## src/rtl/aluPipe_defs.svh

```systemverilog
// widths fixed for the 8-bit datapath; REG_IDX_W must stay log2 of REG_CNT
`ifndef ALU_PIPE_DEFS_SVH
`define ALU_PIPE_DEFS_SVH

// datapath
`define DATA_W     8    // operand and result width
`define INSTR_W    16   // one instruction word per transfer

// register file
`define REG_CNT    8    // uniform file, no address registers
`define REG_IDX_W  3    // low bits of each 4-bit register field

// decode
`define OPCODE_W   4    // top nibble of the word
`define FLAG_W     4    // zero, carry, negative, overflow

`endif

```

## src/rtl/aluPipePkg.sv

```systemverilog
// opcodes 0 and 15 are reserved; register fields are 4 bits but only the low 3 index the file
`include "aluPipe_defs.svh"

package aluPipePkg;

    // 4-bit opcode in the top nibble of every word
    typedef enum logic [`OPCODE_W-1:0] {
        OP_RSV0  = 4'd0,  // accepted and dropped
        OP_LDI   = 4'd1,  // immediate form
        OP_ADC   = 4'd2,
        OP_MOV   = 4'd3,
        OP_AND   = 4'd4,
        OP_OR    = 4'd5,
        OP_NOT   = 4'd6,
        OP_ADD   = 4'd7,
        OP_SUB   = 4'd8,
        OP_LSR   = 4'd9,
        OP_LSL   = 4'd10,
        OP_ROL   = 4'd11, // through carry
        OP_ROR   = 4'd12, // through carry
        OP_INC   = 4'd13,
        OP_DEC   = 4'd14,
        OP_RSV15 = 4'd15  // accepted and dropped
    } opcode_e;

    typedef struct packed {
        opcode_e    opcode;
        logic [3:0] dest;
        logic [3:0] src1;   // operand A
        logic [3:0] src2;   // operand B
    } regView_t;

    typedef struct packed {
        opcode_e    opcode;
        logic [3:0] dest;
        logic [7:0] imm;    // goes out on operand B
    } immView_t;

    // same 16 bits, two decodings
    typedef union packed {
        regView_t regView;
        immView_t immView;
    } instrWord_u;

    typedef struct packed {
        logic zero;     // msb
        logic carry;
        logic negative;
        logic overflow; // lsb
    } flags_t;

endpackage

```

## src/rtl/stageIf.sv

```systemverilog
// one decoded op per transfer; source holds everything stable until ready
`timescale 1ns/1ps
`include "aluPipe_defs.svh"

interface stageIf import aluPipePkg::*; ();

    logic                  valid;  // decode register occupied
    logic                  ready;  // execute can take it this edge
    opcode_e               op;
    logic [`REG_IDX_W-1:0] dest;   // write-back index
    logic [`DATA_W-1:0]    opA;    // src1 value
    logic [`DATA_W-1:0]    opB;    // src2 value or immediate

    // decode side
    modport source (
        output valid, op, dest, opA, opB,
        input  ready
    );

    // execute side
    modport sink (
        input  valid, op, dest, opA, opB,
        output ready
    );

endinterface

```

## src/rtl/regFile.sv

```systemverilog
// reads are combinational and bypass a same-cycle write; this is the only forwarding path
`timescale 1ns/1ps
`include "aluPipe_defs.svh"

module regFile (
    input  logic                  CLK,
    input  logic                  rst_i,
    input  logic [`REG_IDX_W-1:0] rdIdxA_i,
    input  logic [`REG_IDX_W-1:0] rdIdxB_i,
    input  logic                  wrEn_i,
    input  logic [`REG_IDX_W-1:0] wrIdx_i,
    input  logic [`DATA_W-1:0]    wrData_i,
    output logic [`DATA_W-1:0]    rdDataA_o,
    output logic [`DATA_W-1:0]    rdDataB_o
);

    logic [`DATA_W-1:0] regs [`REG_CNT];  // r0..r7, no special registers
    logic               hitA;             // port A reads the reg being written
    logic               hitB;

    always_ff @(posedge CLK) begin
        if (rst_i) begin
            for (int i = 0; i < `REG_CNT; i++) begin
                regs[i] <= '0;
            end
        end else if (wrEn_i) begin
            regs[wrIdx_i] <= wrData_i;            // single write port
        end
    end

    assign hitA = wrEn_i && (wrIdx_i == rdIdxA_i);
    assign hitB = wrEn_i && (wrIdx_i == rdIdxB_i);

    // write-through so a back-to-back dependent op sees the new value
    assign rdDataA_o = hitA ? wrData_i : regs[rdIdxA_i];
    assign rdDataB_o = hitB ? wrData_i : regs[rdIdxB_i];

    // write index comes from the execute stage, must be known when used
    wrIdxKnown_a: assert property (
        @(posedge CLK) disable iff (rst_i)
        wrEn_i |-> !$isunknown(wrIdx_i)
    );

endmodule

```

## src/rtl/decodeStage.sv

```systemverilog
// operands are sampled at acceptance; correct only because the file bypasses the write of that edge
`timescale 1ns/1ps
`include "aluPipe_defs.svh"

module decodeStage import aluPipePkg::*; (
    input  logic                  CLK,
    input  logic                  rst_i,
    input  instrWord_u            instr_i,
    input  logic                  instrValid_i,
    output logic                  instrReady_o,
    output logic [`REG_IDX_W-1:0] rdIdxA_o,
    output logic [`REG_IDX_W-1:0] rdIdxB_o,
    input  logic [`DATA_W-1:0]    rdDataA_i,
    input  logic [`DATA_W-1:0]    rdDataB_i,
    stageIf.source                sIf
);

    logic               accept;   // input transfer this edge
    logic               opUsed;   // opcode maps to an ALU op
    logic               isLdi;    // immediate view applies
    opcode_e            opcode;
    logic [`DATA_W-1:0] opBSel;   // register B or immediate

    // opcode sits in the same place in both views
    assign opcode = instr_i.regView.opcode;
    assign isLdi  = (opcode == OP_LDI);
    assign opUsed = (opcode != OP_RSV0) && (opcode != OP_RSV15);

    // register view for the source fields, bit 3 dropped
    assign rdIdxA_o = instr_i.regView.src1[`REG_IDX_W-1:0];
    assign rdIdxB_o = instr_i.regView.src2[`REG_IDX_W-1:0];

    // LDI reads the low byte as data instead of src1/src2
    assign opBSel = isLdi ? instr_i.immView.imm : rdDataB_i;

    // empty, or draining into execute on this edge
    assign instrReady_o = !sIf.valid || sIf.ready;
    assign accept       = instrValid_i && instrReady_o;

    // occupancy flag
    always_ff @(posedge CLK) begin
        if (rst_i) begin
            sIf.valid <= 1'b0;
        end else if (instrReady_o) begin
            sIf.valid <= instrValid_i && opUsed;  // reserved ops vanish here
        end
    end

    // payload, loaded on every input transfer
    always_ff @(posedge CLK) begin
        if (accept) begin
            sIf.op   <= opcode;
            sIf.dest <= instr_i.regView.dest[`REG_IDX_W-1:0];
            sIf.opA  <= rdDataA_i;
            sIf.opB  <= opBSel;
        end
    end

    // reserved opcodes must never reach the ALU
    noReservedOp_a: assert property (
        @(posedge CLK) disable iff (rst_i)
        sIf.valid |-> !(sIf.op inside {OP_RSV0, OP_RSV15})
    );

endmodule

```

## src/rtl/aluCore.sv

```systemverilog
// purely combinational; flags_i is the committed flag state, flags_o its next value
`timescale 1ns/1ps
`include "aluPipe_defs.svh"

module aluCore import aluPipePkg::*; (
    input  opcode_e            op_i,
    input  logic [`DATA_W-1:0] opA_i,
    input  logic [`DATA_W-1:0] opB_i,
    input  flags_t             flags_i,
    output logic [`DATA_W-1:0] result_o,
    output flags_t             flags_o
);

    localparam int MSB = `DATA_W - 1;

    logic [`DATA_W-1:0] addB;     // second adder input
    logic               addCin;   // adder carry in
    logic [`DATA_W:0]   sum;      // carry out in the top bit
    logic               addOvf;   // signed overflow of the adder
    logic [`DATA_W-1:0] res;
    logic               carryNext;
    logic               ovfNext;

    // one adder covers ADD, ADC, SUB, INC and DEC
    always_comb begin
        case (op_i)
            OP_ADC: begin
                addB   = opB_i;
                addCin = flags_i.carry;       // chained add
            end
            OP_SUB: begin
                addB   = ~opB_i;              // A + ~B + 1
                addCin = 1'b1;
            end
            OP_INC: begin
                addB   = '0;
                addCin = 1'b1;
            end
            OP_DEC: begin
                addB   = '1;                  // add minus one
                addCin = 1'b0;
            end
            default: begin
                addB   = opB_i;               // plain ADD
                addCin = 1'b0;
            end
        endcase
    end

    assign sum    = {1'b0, opA_i} + {1'b0, addB} + `DATA_W'(addCin);
    assign addOvf = (opA_i[MSB] == addB[MSB]) && (sum[MSB] != opA_i[MSB]);

    always_comb begin
        res       = '0;
        carryNext = flags_i.carry;            // held unless the op defines it
        ovfNext   = 1'b0;
        case (op_i)
            OP_LDI: res = opB_i;              // immediate already on B
            OP_MOV: res = opA_i;
            OP_NOT: res = ~opA_i;
            OP_AND: res = opA_i & opB_i;
            OP_OR:  res = opA_i | opB_i;
            OP_ADD, OP_ADC: begin
                res       = sum[MSB:0];
                carryNext = sum[`DATA_W];
                ovfNext   = addOvf;
            end
            OP_SUB: begin
                res       = sum[MSB:0];
                carryNext = !sum[`DATA_W];    // borrow when A < B
                ovfNext   = addOvf;
            end
            OP_INC, OP_DEC: begin
                res     = sum[MSB:0];         // carry untouched
                ovfNext = addOvf;
            end
            OP_LSL: begin
                res       = {opA_i[MSB-1:0], 1'b0};
                carryNext = opA_i[MSB];
            end
            OP_LSR: begin
                res       = {1'b0, opA_i[MSB:1]};
                carryNext = opA_i[0];
            end
            OP_ROL: begin
                res       = {opA_i[MSB-1:0], flags_i.carry};
                carryNext = opA_i[MSB];
            end
            OP_ROR: begin
                res       = {flags_i.carry, opA_i[MSB:1]};
                carryNext = opA_i[0];
            end
            default: res = '0;                // reserved, filtered in decode
        endcase
    end

    assign result_o          = res;
    assign flags_o.zero      = (res == '0);
    assign flags_o.carry     = carryNext;
    assign flags_o.negative  = res[MSB];
    assign flags_o.overflow  = ovfNext;

endmodule

```

## src/rtl/executeStage.sv

```systemverilog
// commit happens on the stageIf transfer; a stalled output register also stalls write-back
`timescale 1ns/1ps
`include "aluPipe_defs.svh"

module executeStage import aluPipePkg::*; (
    input  logic                  CLK,
    input  logic                  rst_i,
    stageIf.sink                  sIf,
    output logic                  wrEn_o,
    output logic [`REG_IDX_W-1:0] wrIdx_o,
    output logic [`DATA_W-1:0]    wrData_o,
    output logic                  resultValid_o,
    output logic [`DATA_W-1:0]    resultData_o,
    output logic [`REG_IDX_W-1:0] resultDest_o,
    output flags_t                resultFlags_o,
    input  logic                  resultReady_i
);

    flags_t             flagReg;   // architectural flags
    flags_t             aluFlags;
    logic [`DATA_W-1:0] aluRes;
    logic               xfer;      // decode hands over an op

    aluCore u_aluCore (
        .op_i     (sIf.op),
        .opA_i    (sIf.opA),
        .opB_i    (sIf.opB),
        .flags_i  (flagReg),
        .result_o (aluRes),
        .flags_o  (aluFlags)
    );

    // output register empty or leaving this edge
    assign sIf.ready = !resultValid_o || resultReady_i;
    assign xfer      = sIf.valid && sIf.ready;

    // write-back lands on the same edge as the output load
    assign wrEn_o   = xfer;
    assign wrIdx_o  = sIf.dest;
    assign wrData_o = aluRes;

    always_ff @(posedge CLK) begin
        if (rst_i) begin
            flagReg       <= '0;
            resultValid_o <= 1'b0;
        end else begin
            if (xfer) begin
                flagReg <= aluFlags;           // next op sees these
            end
            if (sIf.ready) begin
                resultValid_o <= sIf.valid;    // bubble when decode is empty
            end
        end
    end

    // result payload
    always_ff @(posedge CLK) begin
        if (xfer) begin
            resultData_o  <= aluRes;
            resultDest_o  <= sIf.dest;
            resultFlags_o <= aluFlags;
        end
    end

    // held result must not change or drop under back-pressure
    outHold_a: assert property (
        @(posedge CLK) disable iff (rst_i)
        (resultValid_o && !resultReady_i) |=>
            resultValid_o && $stable(resultData_o) && $stable(resultDest_o)
            && $stable(resultFlags_o)
    );

endmodule

```

## src/rtl/aluPipeTop.sv

```systemverilog
// two-stage pipe, result two edges after acceptance; reserved opcodes give no result
`timescale 1ns/1ps
`include "aluPipe_defs.svh"

module aluPipeTop (
    input  logic                  CLK,
    input  logic                  rst_i,
    input  logic [`INSTR_W-1:0]   instr_i,
    input  logic                  instrValid_i,
    output logic                  instrReady_o,
    output logic                  resultValid_o,
    output logic [`DATA_W-1:0]    resultData_o,
    output logic [`REG_IDX_W-1:0] resultDest_o,
    output logic [`FLAG_W-1:0]    resultFlags_o,
    input  logic                  resultReady_i
);

    logic [`REG_IDX_W-1:0] rdIdxA;
    logic [`REG_IDX_W-1:0] rdIdxB;
    logic [`DATA_W-1:0]    rdDataA;
    logic [`DATA_W-1:0]    rdDataB;
    logic                  wrEn;
    logic [`REG_IDX_W-1:0] wrIdx;
    logic [`DATA_W-1:0]    wrData;

    stageIf u_stageIf ();   // decode to execute

    regFile u_regFile (
        .CLK       (CLK),
        .rst_i     (rst_i),
        .rdIdxA_i  (rdIdxA),
        .rdIdxB_i  (rdIdxB),
        .wrEn_i    (wrEn),
        .wrIdx_i   (wrIdx),
        .wrData_i  (wrData),
        .rdDataA_o (rdDataA),
        .rdDataB_o (rdDataB)
    );

    decodeStage u_decodeStage (
        .CLK          (CLK),
        .rst_i        (rst_i),
        .instr_i      (instr_i),        // raw word, decoded as the union
        .instrValid_i (instrValid_i),
        .instrReady_o (instrReady_o),
        .rdIdxA_o     (rdIdxA),
        .rdIdxB_o     (rdIdxB),
        .rdDataA_i    (rdDataA),
        .rdDataB_i    (rdDataB),
        .sIf          (u_stageIf.source)
    );

    executeStage u_executeStage (
        .CLK           (CLK),
        .rst_i         (rst_i),
        .sIf           (u_stageIf.sink),
        .wrEn_o        (wrEn),
        .wrIdx_o       (wrIdx),
        .wrData_o      (wrData),
        .resultValid_o (resultValid_o),
        .resultData_o  (resultData_o),
        .resultDest_o  (resultDest_o),
        .resultFlags_o (resultFlags_o),  // zero, carry, negative, overflow
        .resultReady_i (resultReady_i)
    );

endmodule

```

## config.mk

```make
export PLATFORM = sky130hd
export DESIGN_NAME = aluPipeTop
export DESIGN_NICKNAME = d
export VERILOG_FILES = /design/src/rtl/aluPipePkg.sv /design/src/rtl/stageIf.sv /design/src/rtl/regFile.sv /design/src/rtl/decodeStage.sv /design/src/rtl/aluCore.sv /design/src/rtl/executeStage.sv /design/src/rtl/aluPipeTop.sv
export VERILOG_INCLUDE_DIRS = /design/src /design/src/rtl
export SDC_FILE = /design/constraint.sdc
export NUM_CORES = 1
export LEC_CHECK = 0
export ABC_AREA = 1
export BUFFER_PORTS_ARGS = -buffer_cell sky130_fd_sc_hd__buf_4
export CORE_ASPECT_RATIO = 2
export CORE_UTILIZATION = 65
export CTS_BUF_LIST = sky130_fd_sc_hd__clkbuf_4
export CTS_CLUSTER_SIZE = 25
export DETAILED_ROUTE_END_ITERATION = 12
export GPL_TIMING_DRIVEN = 0
export PLACE_DENSITY = 0.89
export SYNTH_ARGS = -nofsm -noshare
export SYNTH_HDL_FRONTEND = slang
export SYNTH_SLANG_ARGS = --single-unit
```

## constraint.sdc

```tcl
create_clock -name CLK -period 9.3 [get_ports CLK]
set_clock_uncertainty 0.2 [all_clocks]
set_input_delay 0.93 -clock CLK [delete_from_list [all_inputs] [get_ports CLK]]
set_output_delay 0.93 -clock CLK [all_outputs]
set_load 0.005 [all_outputs]
```

### Word level (Yosys, flattened, before mapping)

Memory sizes are Yosys's and may differ from the RTL's.
Index checks and enable logic that the tools add are counted.

| storage, ports and cells | value |
|---|---|
| memory bits (writable) | 64 |
| output and inout bits | 17 |
| logic and storage cells | 75 |
| memories | 1 |
| register bits | 41 |
| input port bits | 20 |

| cells by class | value |
|---|---|
| equality and inequality tests | 20 |
| multiplexer cells | 15 |
| bitwise operators | 4 |
| add/subtract/negate cells | 2 |
| reduce and logical (&&, ||, !) cells | 20 |

Memory list:

| memory | depth | bits a word | rd ports | clocked after Yosys merged registers in | wr ports | line | source |
|---|---|---|---|---|---|---|---|
| u_regFile.regs | 8 | 8 | 2 | 0 | 8 | regFile.sv:17 | `` logic [`DATA_W-1:0] regs [`REG_CNT]; `` |

Operators by type and width:

| kind | count |
|---|---|
| $pmux W8 S10 | 1 |
| $mux W8 | 4 |
| $eq A4 B4 Y1 const B | 7 |
| $pmux W8 S3 | 1 |
| $eq A4 B3 Y1 const B | 4 |
| $not A8 Y8 | 2 |
| $add A8 B8 Y9 | 1 |
| $add A9 B1 Y9 | 1 |
| $and A8 B8 Y8 | 1 |
| $eq A4 B1 Y1 const B | 2 |
| $eq A4 B2 Y1 const B | 2 |
| $logic_not A8 Y1 | 1 |
| $or A8 B8 Y8 | 1 |
| $reduce_or A2 Y1 | 4 |
| $reduce_or A8 Y1 | 1 |
| $logic_and A1 B1 Y1 | 7 |
| $eq A3 B3 Y1 | 2 |
| $mux W1 | 6 |
| $reduce_or A5 Y1 | 1 |
| $ne A4 B4 Y1 const B | 1 |
| $pmux W1 S4 | 1 |
| $reduce_bool A4 Y1 | 1 |
| $logic_not A1 Y1 | 3 |
| $mux W3 | 1 |
| 4 further kinds | 5 |

### Depth between registers and ports, before layout

| logic depth | value |
|---|---|
| depth in word-level cells | 8 |
| mapped depth | 18 |
| mapped depth without buffers | 18 |

### By module

From an unflattened synthesis, not the netlist that was laid out.

| unflattened totals | value |
|---|---|
| cells, all modules | 938 |
| area, all modules | 7066.8 µm² |

By module, submodules not included:

| module | times used | area an instance (µm²) | cells an instance | seq. area each (µm²) |
|---|---|---|---|---|
| regFile | 1 | 4036.4 | 554 | 1921.8 |
| aluCore | 1 | 1352.5 | 265 | 0.0 |
| decodeStage | 1 | 979.7 | 69 | 710.7 |
| executeStage | 1 | 698.2 | 50 | 550.5 |

### Worst setup path after synthesis

Ideal clock, no wire load.

| timing path | value |
|---|---|
| path type | register to register |
| start | reg u_decodeStage.sIf.op[2] |
| end | reg u_decodeStage.sIf.opA[6] (data pin) |
| buffers on the path | 0 |
| data required time | 8.842 ns |
| stages on the path, launching flop included | 17 |
| path slack | 6.355 ns |
| library setup time | 0.258 ns |
| arrival time | 2.487 ns |
| period minus slack after synthesis | 2.945 ns |
| cells stage by stage | edfxtp_1 > inv_2 > nand2_2 > nor2_2 > nor2_4 > nand2_1 > o211ai_1 > fa_1 > fa_1 > nand2_1 > nand2_1 > nand3_1 > nand3b_1 > nand3_1 > nand2_2 > inv_2 > o21ai_1 |

| on the way | value |
|---|---|
| cells in the longest elaborated chain, start to end | 6 |
| elaborated cells on any way between the ends | 22 |
| classes of those cells | add/sub (2); eq/ne (14); mux (4); reduce/logical (2) |

Ends and longest elaborated chain:

| item | line | source |
|---|---|---|
| start, declared | stageIf.sv:16 | `output valid, op, dest, opA, opB,` |
| start signal, assigned | decodeStage.sv:52 | `sIf.op <= opcode;` |
| $eq A4 B4 Y1 | aluCore.sv:26, aluCore.sv:57 |  |
| $pmux W8 S3 or $reduce_or A2 Y1 (tied branches) | - |  |
| $add A8 B8 Y9 or $pmux W1 S2 (tied branches) | aluCore.sv:50, aluCore.sv:26 |  |
| $add A9 B1 Y9 | aluCore.sv:50 | `` assign sum = {1'b0, opA_i} + {1'b0, addB} + `DATA_W'(addCin); `` |
| $pmux W8 S10 * | aluCore.sv:57 | `case (op_i)` |
| net u_executeStage.u_aluCore.result_o[6] | aluCore.sv:10 | `` output logic [`DATA_W-1:0] result_o, `` |
| $mux W8 * | regFile.sv:35 | `assign rdDataA_o = hitA ? wrData_i : regs[rdIdxA_i];` |
| net rdDataA[6] | aluPipeTop.sv:20 | `` logic [`DATA_W-1:0] rdDataA; `` |
| end signal, assigned | decodeStage.sv:54 | `sIf.opA <= rdDataA_i;` |
| end, declared | stageIf.sv:16 |  |

The timed path passes the listed nets; every way through them passes the cells marked *.
A chain may end at the register's enable or synchronous reset.

### Worst setup path after layout

Ends and elaborated chain as after synthesis.

==> flow_summary.toml <==
[place]
place_area_mm2 = 0.00660
globalplace.congestion = 1.03
portBuffers = 29
place_ws_ns = 5.91
dpl.hpwl_um = 15300

[layout]
most-common-layout-cells = "nand2_1 (157), nor2_1 (130), edfxtp_1 (101)"
syn2layout_area_growth_pct = 7.69
fillers = 753
finalNetCount = 860
drive_gt1_share_pct = 9.93
fin_area_mm2 = 0.00673
layout_commonest_cell = "nand2_1"

[critical_path]
cp_max_fo = 10
reg2regPathDepth = 16
crit_path_start_kind = "register"
path_class = "register to register"
required_ns = 9.33
cp-end-kind = "register"
cp_data_arrival_time_ns = 3.53

[sta]
whs_ns = 0.303
tightestPinTransition_ns = 0.867
rsz0062_at_grt = "false"
maxSlewHeadroom_pct = 42.1
finalCritPeriodShare_pct = 37.6
fmax_mhz = 286
finalWorstSetupSlack_ns = 5.80
setup_tns_ns = 0
finalHoldViolCount = 0
drv_slew = 0
setup_viol = 0
post-route-min-period_ns = 3.50

[clock_network]
tritoncts = "done"
numCtsBuffers = 9
clk_pin_slew_ns = 0.17
htreeDepth = 3
hold_buffers = 0
cts.sinks = 104
insertion_delay_ns = 0.48
root_buffer = "clkbuf_4"
post_cts_buffers = 0
cts_resized = 0
clockBufferDepth = 2

[power_and_ir_drop]
power.leakage_nw = 2.95
ir_worst_vdd_uv = 141
power_w = 0.00103
power_density_mw_per_mm2 = 153

[global_route]
grt-ovfl-total = 0
grt_max_degree = 24
grt_pass1_wl_um = 29400
antenna_found_initial = 1
grt_use_total_pct = 40.4
grt_pass1_vias = 5693

[synthesis]
ys.warnings.count = 0
avgSynthCellArea_um2 = 7.90
syn-cell-area_mm2 = 0.00625
synth_edf_count = 101
yosysSeqAreaShare_pct = 49.5
ys_top_cells_by_area = "edfxtp_1 (49%), nand2_1 (9.4%), nor2_1 (7.8%), o21ai_0 (7.0%), inv_1 (5.8%)"
ys_seq_elements = 104
synth_async_sr_flop_share_pct = 0
syn_inst = 791
netlist.area_leader.share_pct = 48.5
yosysUniqueCellTypes = 33
synth_area_leader_cell = "edfxtp_1"
synth_nets = 820
synth_top_flop_cell = "edfxtp_1"

[detailed_routing]
postRouteAntennaNets = 0
vias = 5855
vias_per_cell = 6.22
wl_per_cell_um = 20.8
drcViolationCount = 0
drtIter0Drc = 450
wl_um = 19600
first_pass_iters = 6

[min_path]
worstHoldPathType = "register to register"
min_path_cells = 0

[die]
die_width_um = 71.3
rows = 50
pin_count = 37
die-area_mm2 = 0.0100
start_util_pct = 67.1
coreArea_mm2 = 0.00932
die_height_um = 141

[flow_run]
maxCapViolations = 0

[run_status]
status = "finished, final reports clean"
-- per-layer routing --
metal	GRT usage, %	share of wire, %	vias to the layer above
met5	0	0	-
met2	75.2	55	349
met3	7.15	7.1	104
li1	-	-	2721
met1	36.6	30	2681
met4	32.8	8.3	0
-- power breakdown --
group          total, W  internal (W)  leakage (nW)  switching [W]
Combinational  0.000245     0.0000730          1.84       0.000172
Sequential     0.000565      0.000545          1.05      0.0000201
Clock          0.000221     0.0000602        0.0690       0.000161
Total           0.00103      0.000678          2.95       0.000353
-- per-stage QoR --
stage,utilization (%),instances
after detailed placement,70.8,924
after global routing,72.2,941
after CTS,72.2,940
final,72.2,941
after floorplan,-,791
after global placement,70.8,924
-- flip-flops by register name (all words and copies together), names as in the netlist, 3 cells and up --
| signal | count |
|---|---|
| u_decodeStage.sIf.dest | 3 |
| u_decodeStage.sIf.op | 4 |
| u_decodeStage.sIf.opA | 8 |
| u_decodeStage.sIf.opB | 8 |
| u_executeStage.resultData_o | 7 |
| u_executeStage.resultDest_o | 3 |
| u_executeStage.resultFlags_o | 4 |
| u_regFile.regs | 64 |
-- critical path, cell delays in order, from the launching register on --
cell and delay [ns]:
edfxtp_1 0.52, inv_2 0.14, nand2_2 0.08, nor2_2 0.21, nor2_4 0.11, nand2_1 0.08
o211ai_1 0.10, fa_1 0.43, fa_1 0.43, nand2_1 0.10, nand2_1 0.10, nand3_1 0.10
nand3b_1 0.09, nand3_1 0.12, nand2_2 0.11, inv_2 0.23, o21ai_1 0.10
-- cell families (layout without fill, tap and decap cells) --
family | after synthesis | in the layout | synth area share, %
XOR/XNOR | 5 | 5 | 0.701
buffers and inverters | 136 | 181 | 8.45
other | 0 | 1 | 0
flip-flops | 104 | 104 | 49.5
AND/OR/NAND/NOR | 363 | 363 | 24.5
AO/OA/AOI/OAI | 174 | 174 | 14.9
adder cells (fa/ha/maj) | 9 | 9 | 2.04
-- synthesized netlist by cell type (4+ instances only) --
| cell | count |
|---|---|
| buf_2 | 5 |
| o21ai_1 | 6 |
| nand3_1 | 46 |
| edfxtp_1 | 101 |
| ha_1 | 7 |
| inv_1 | 97 |
| clkbuf_1 | 18 |
| o21ai_0 | 87 |
| o211ai_1 | 15 |
| a21oi_1 | 51 |
| inv_2 | 9 |
| nor2_1 | 130 |
| nand2_2 | 8 |
| nand4_1 | 6 |
| nand2_1 | 157 |
| o22ai_1 | 13 |
| nor2_2 | 4 |
-- area by class of cell --
type	count	area (µm²)	share of cell area, %
multi-input cells	551	2630	39.1
clock buffers	9	67.6	1.00
well taps	104	130	1.93
clock inverters	7	62.6	0.929
repair buffers	29	218	3.23
plain buffers	28	123	1.82
inverters	108	405	6.02
flip-flops and latches	104	3090	45.9
diodes	1	2.50	0.0372
-- final timing paths --
kind,start,slack (ns),endpoint
max,u_decodeStage.sIf.op[2],5.80,u_decodeStage.sIf.opA[6]
min,u_decodeStage.sIf.dest[2],0.30,u_executeStage.resultDest_o[2]
max reg2reg,u_decodeStage.sIf.op[2],5.80,u_decodeStage.sIf.opA[6]
min reg2reg,u_decodeStage.sIf.dest[2],0.30,u_executeStage.resultDest_o[2]
(Power assumes the default switching activity.)
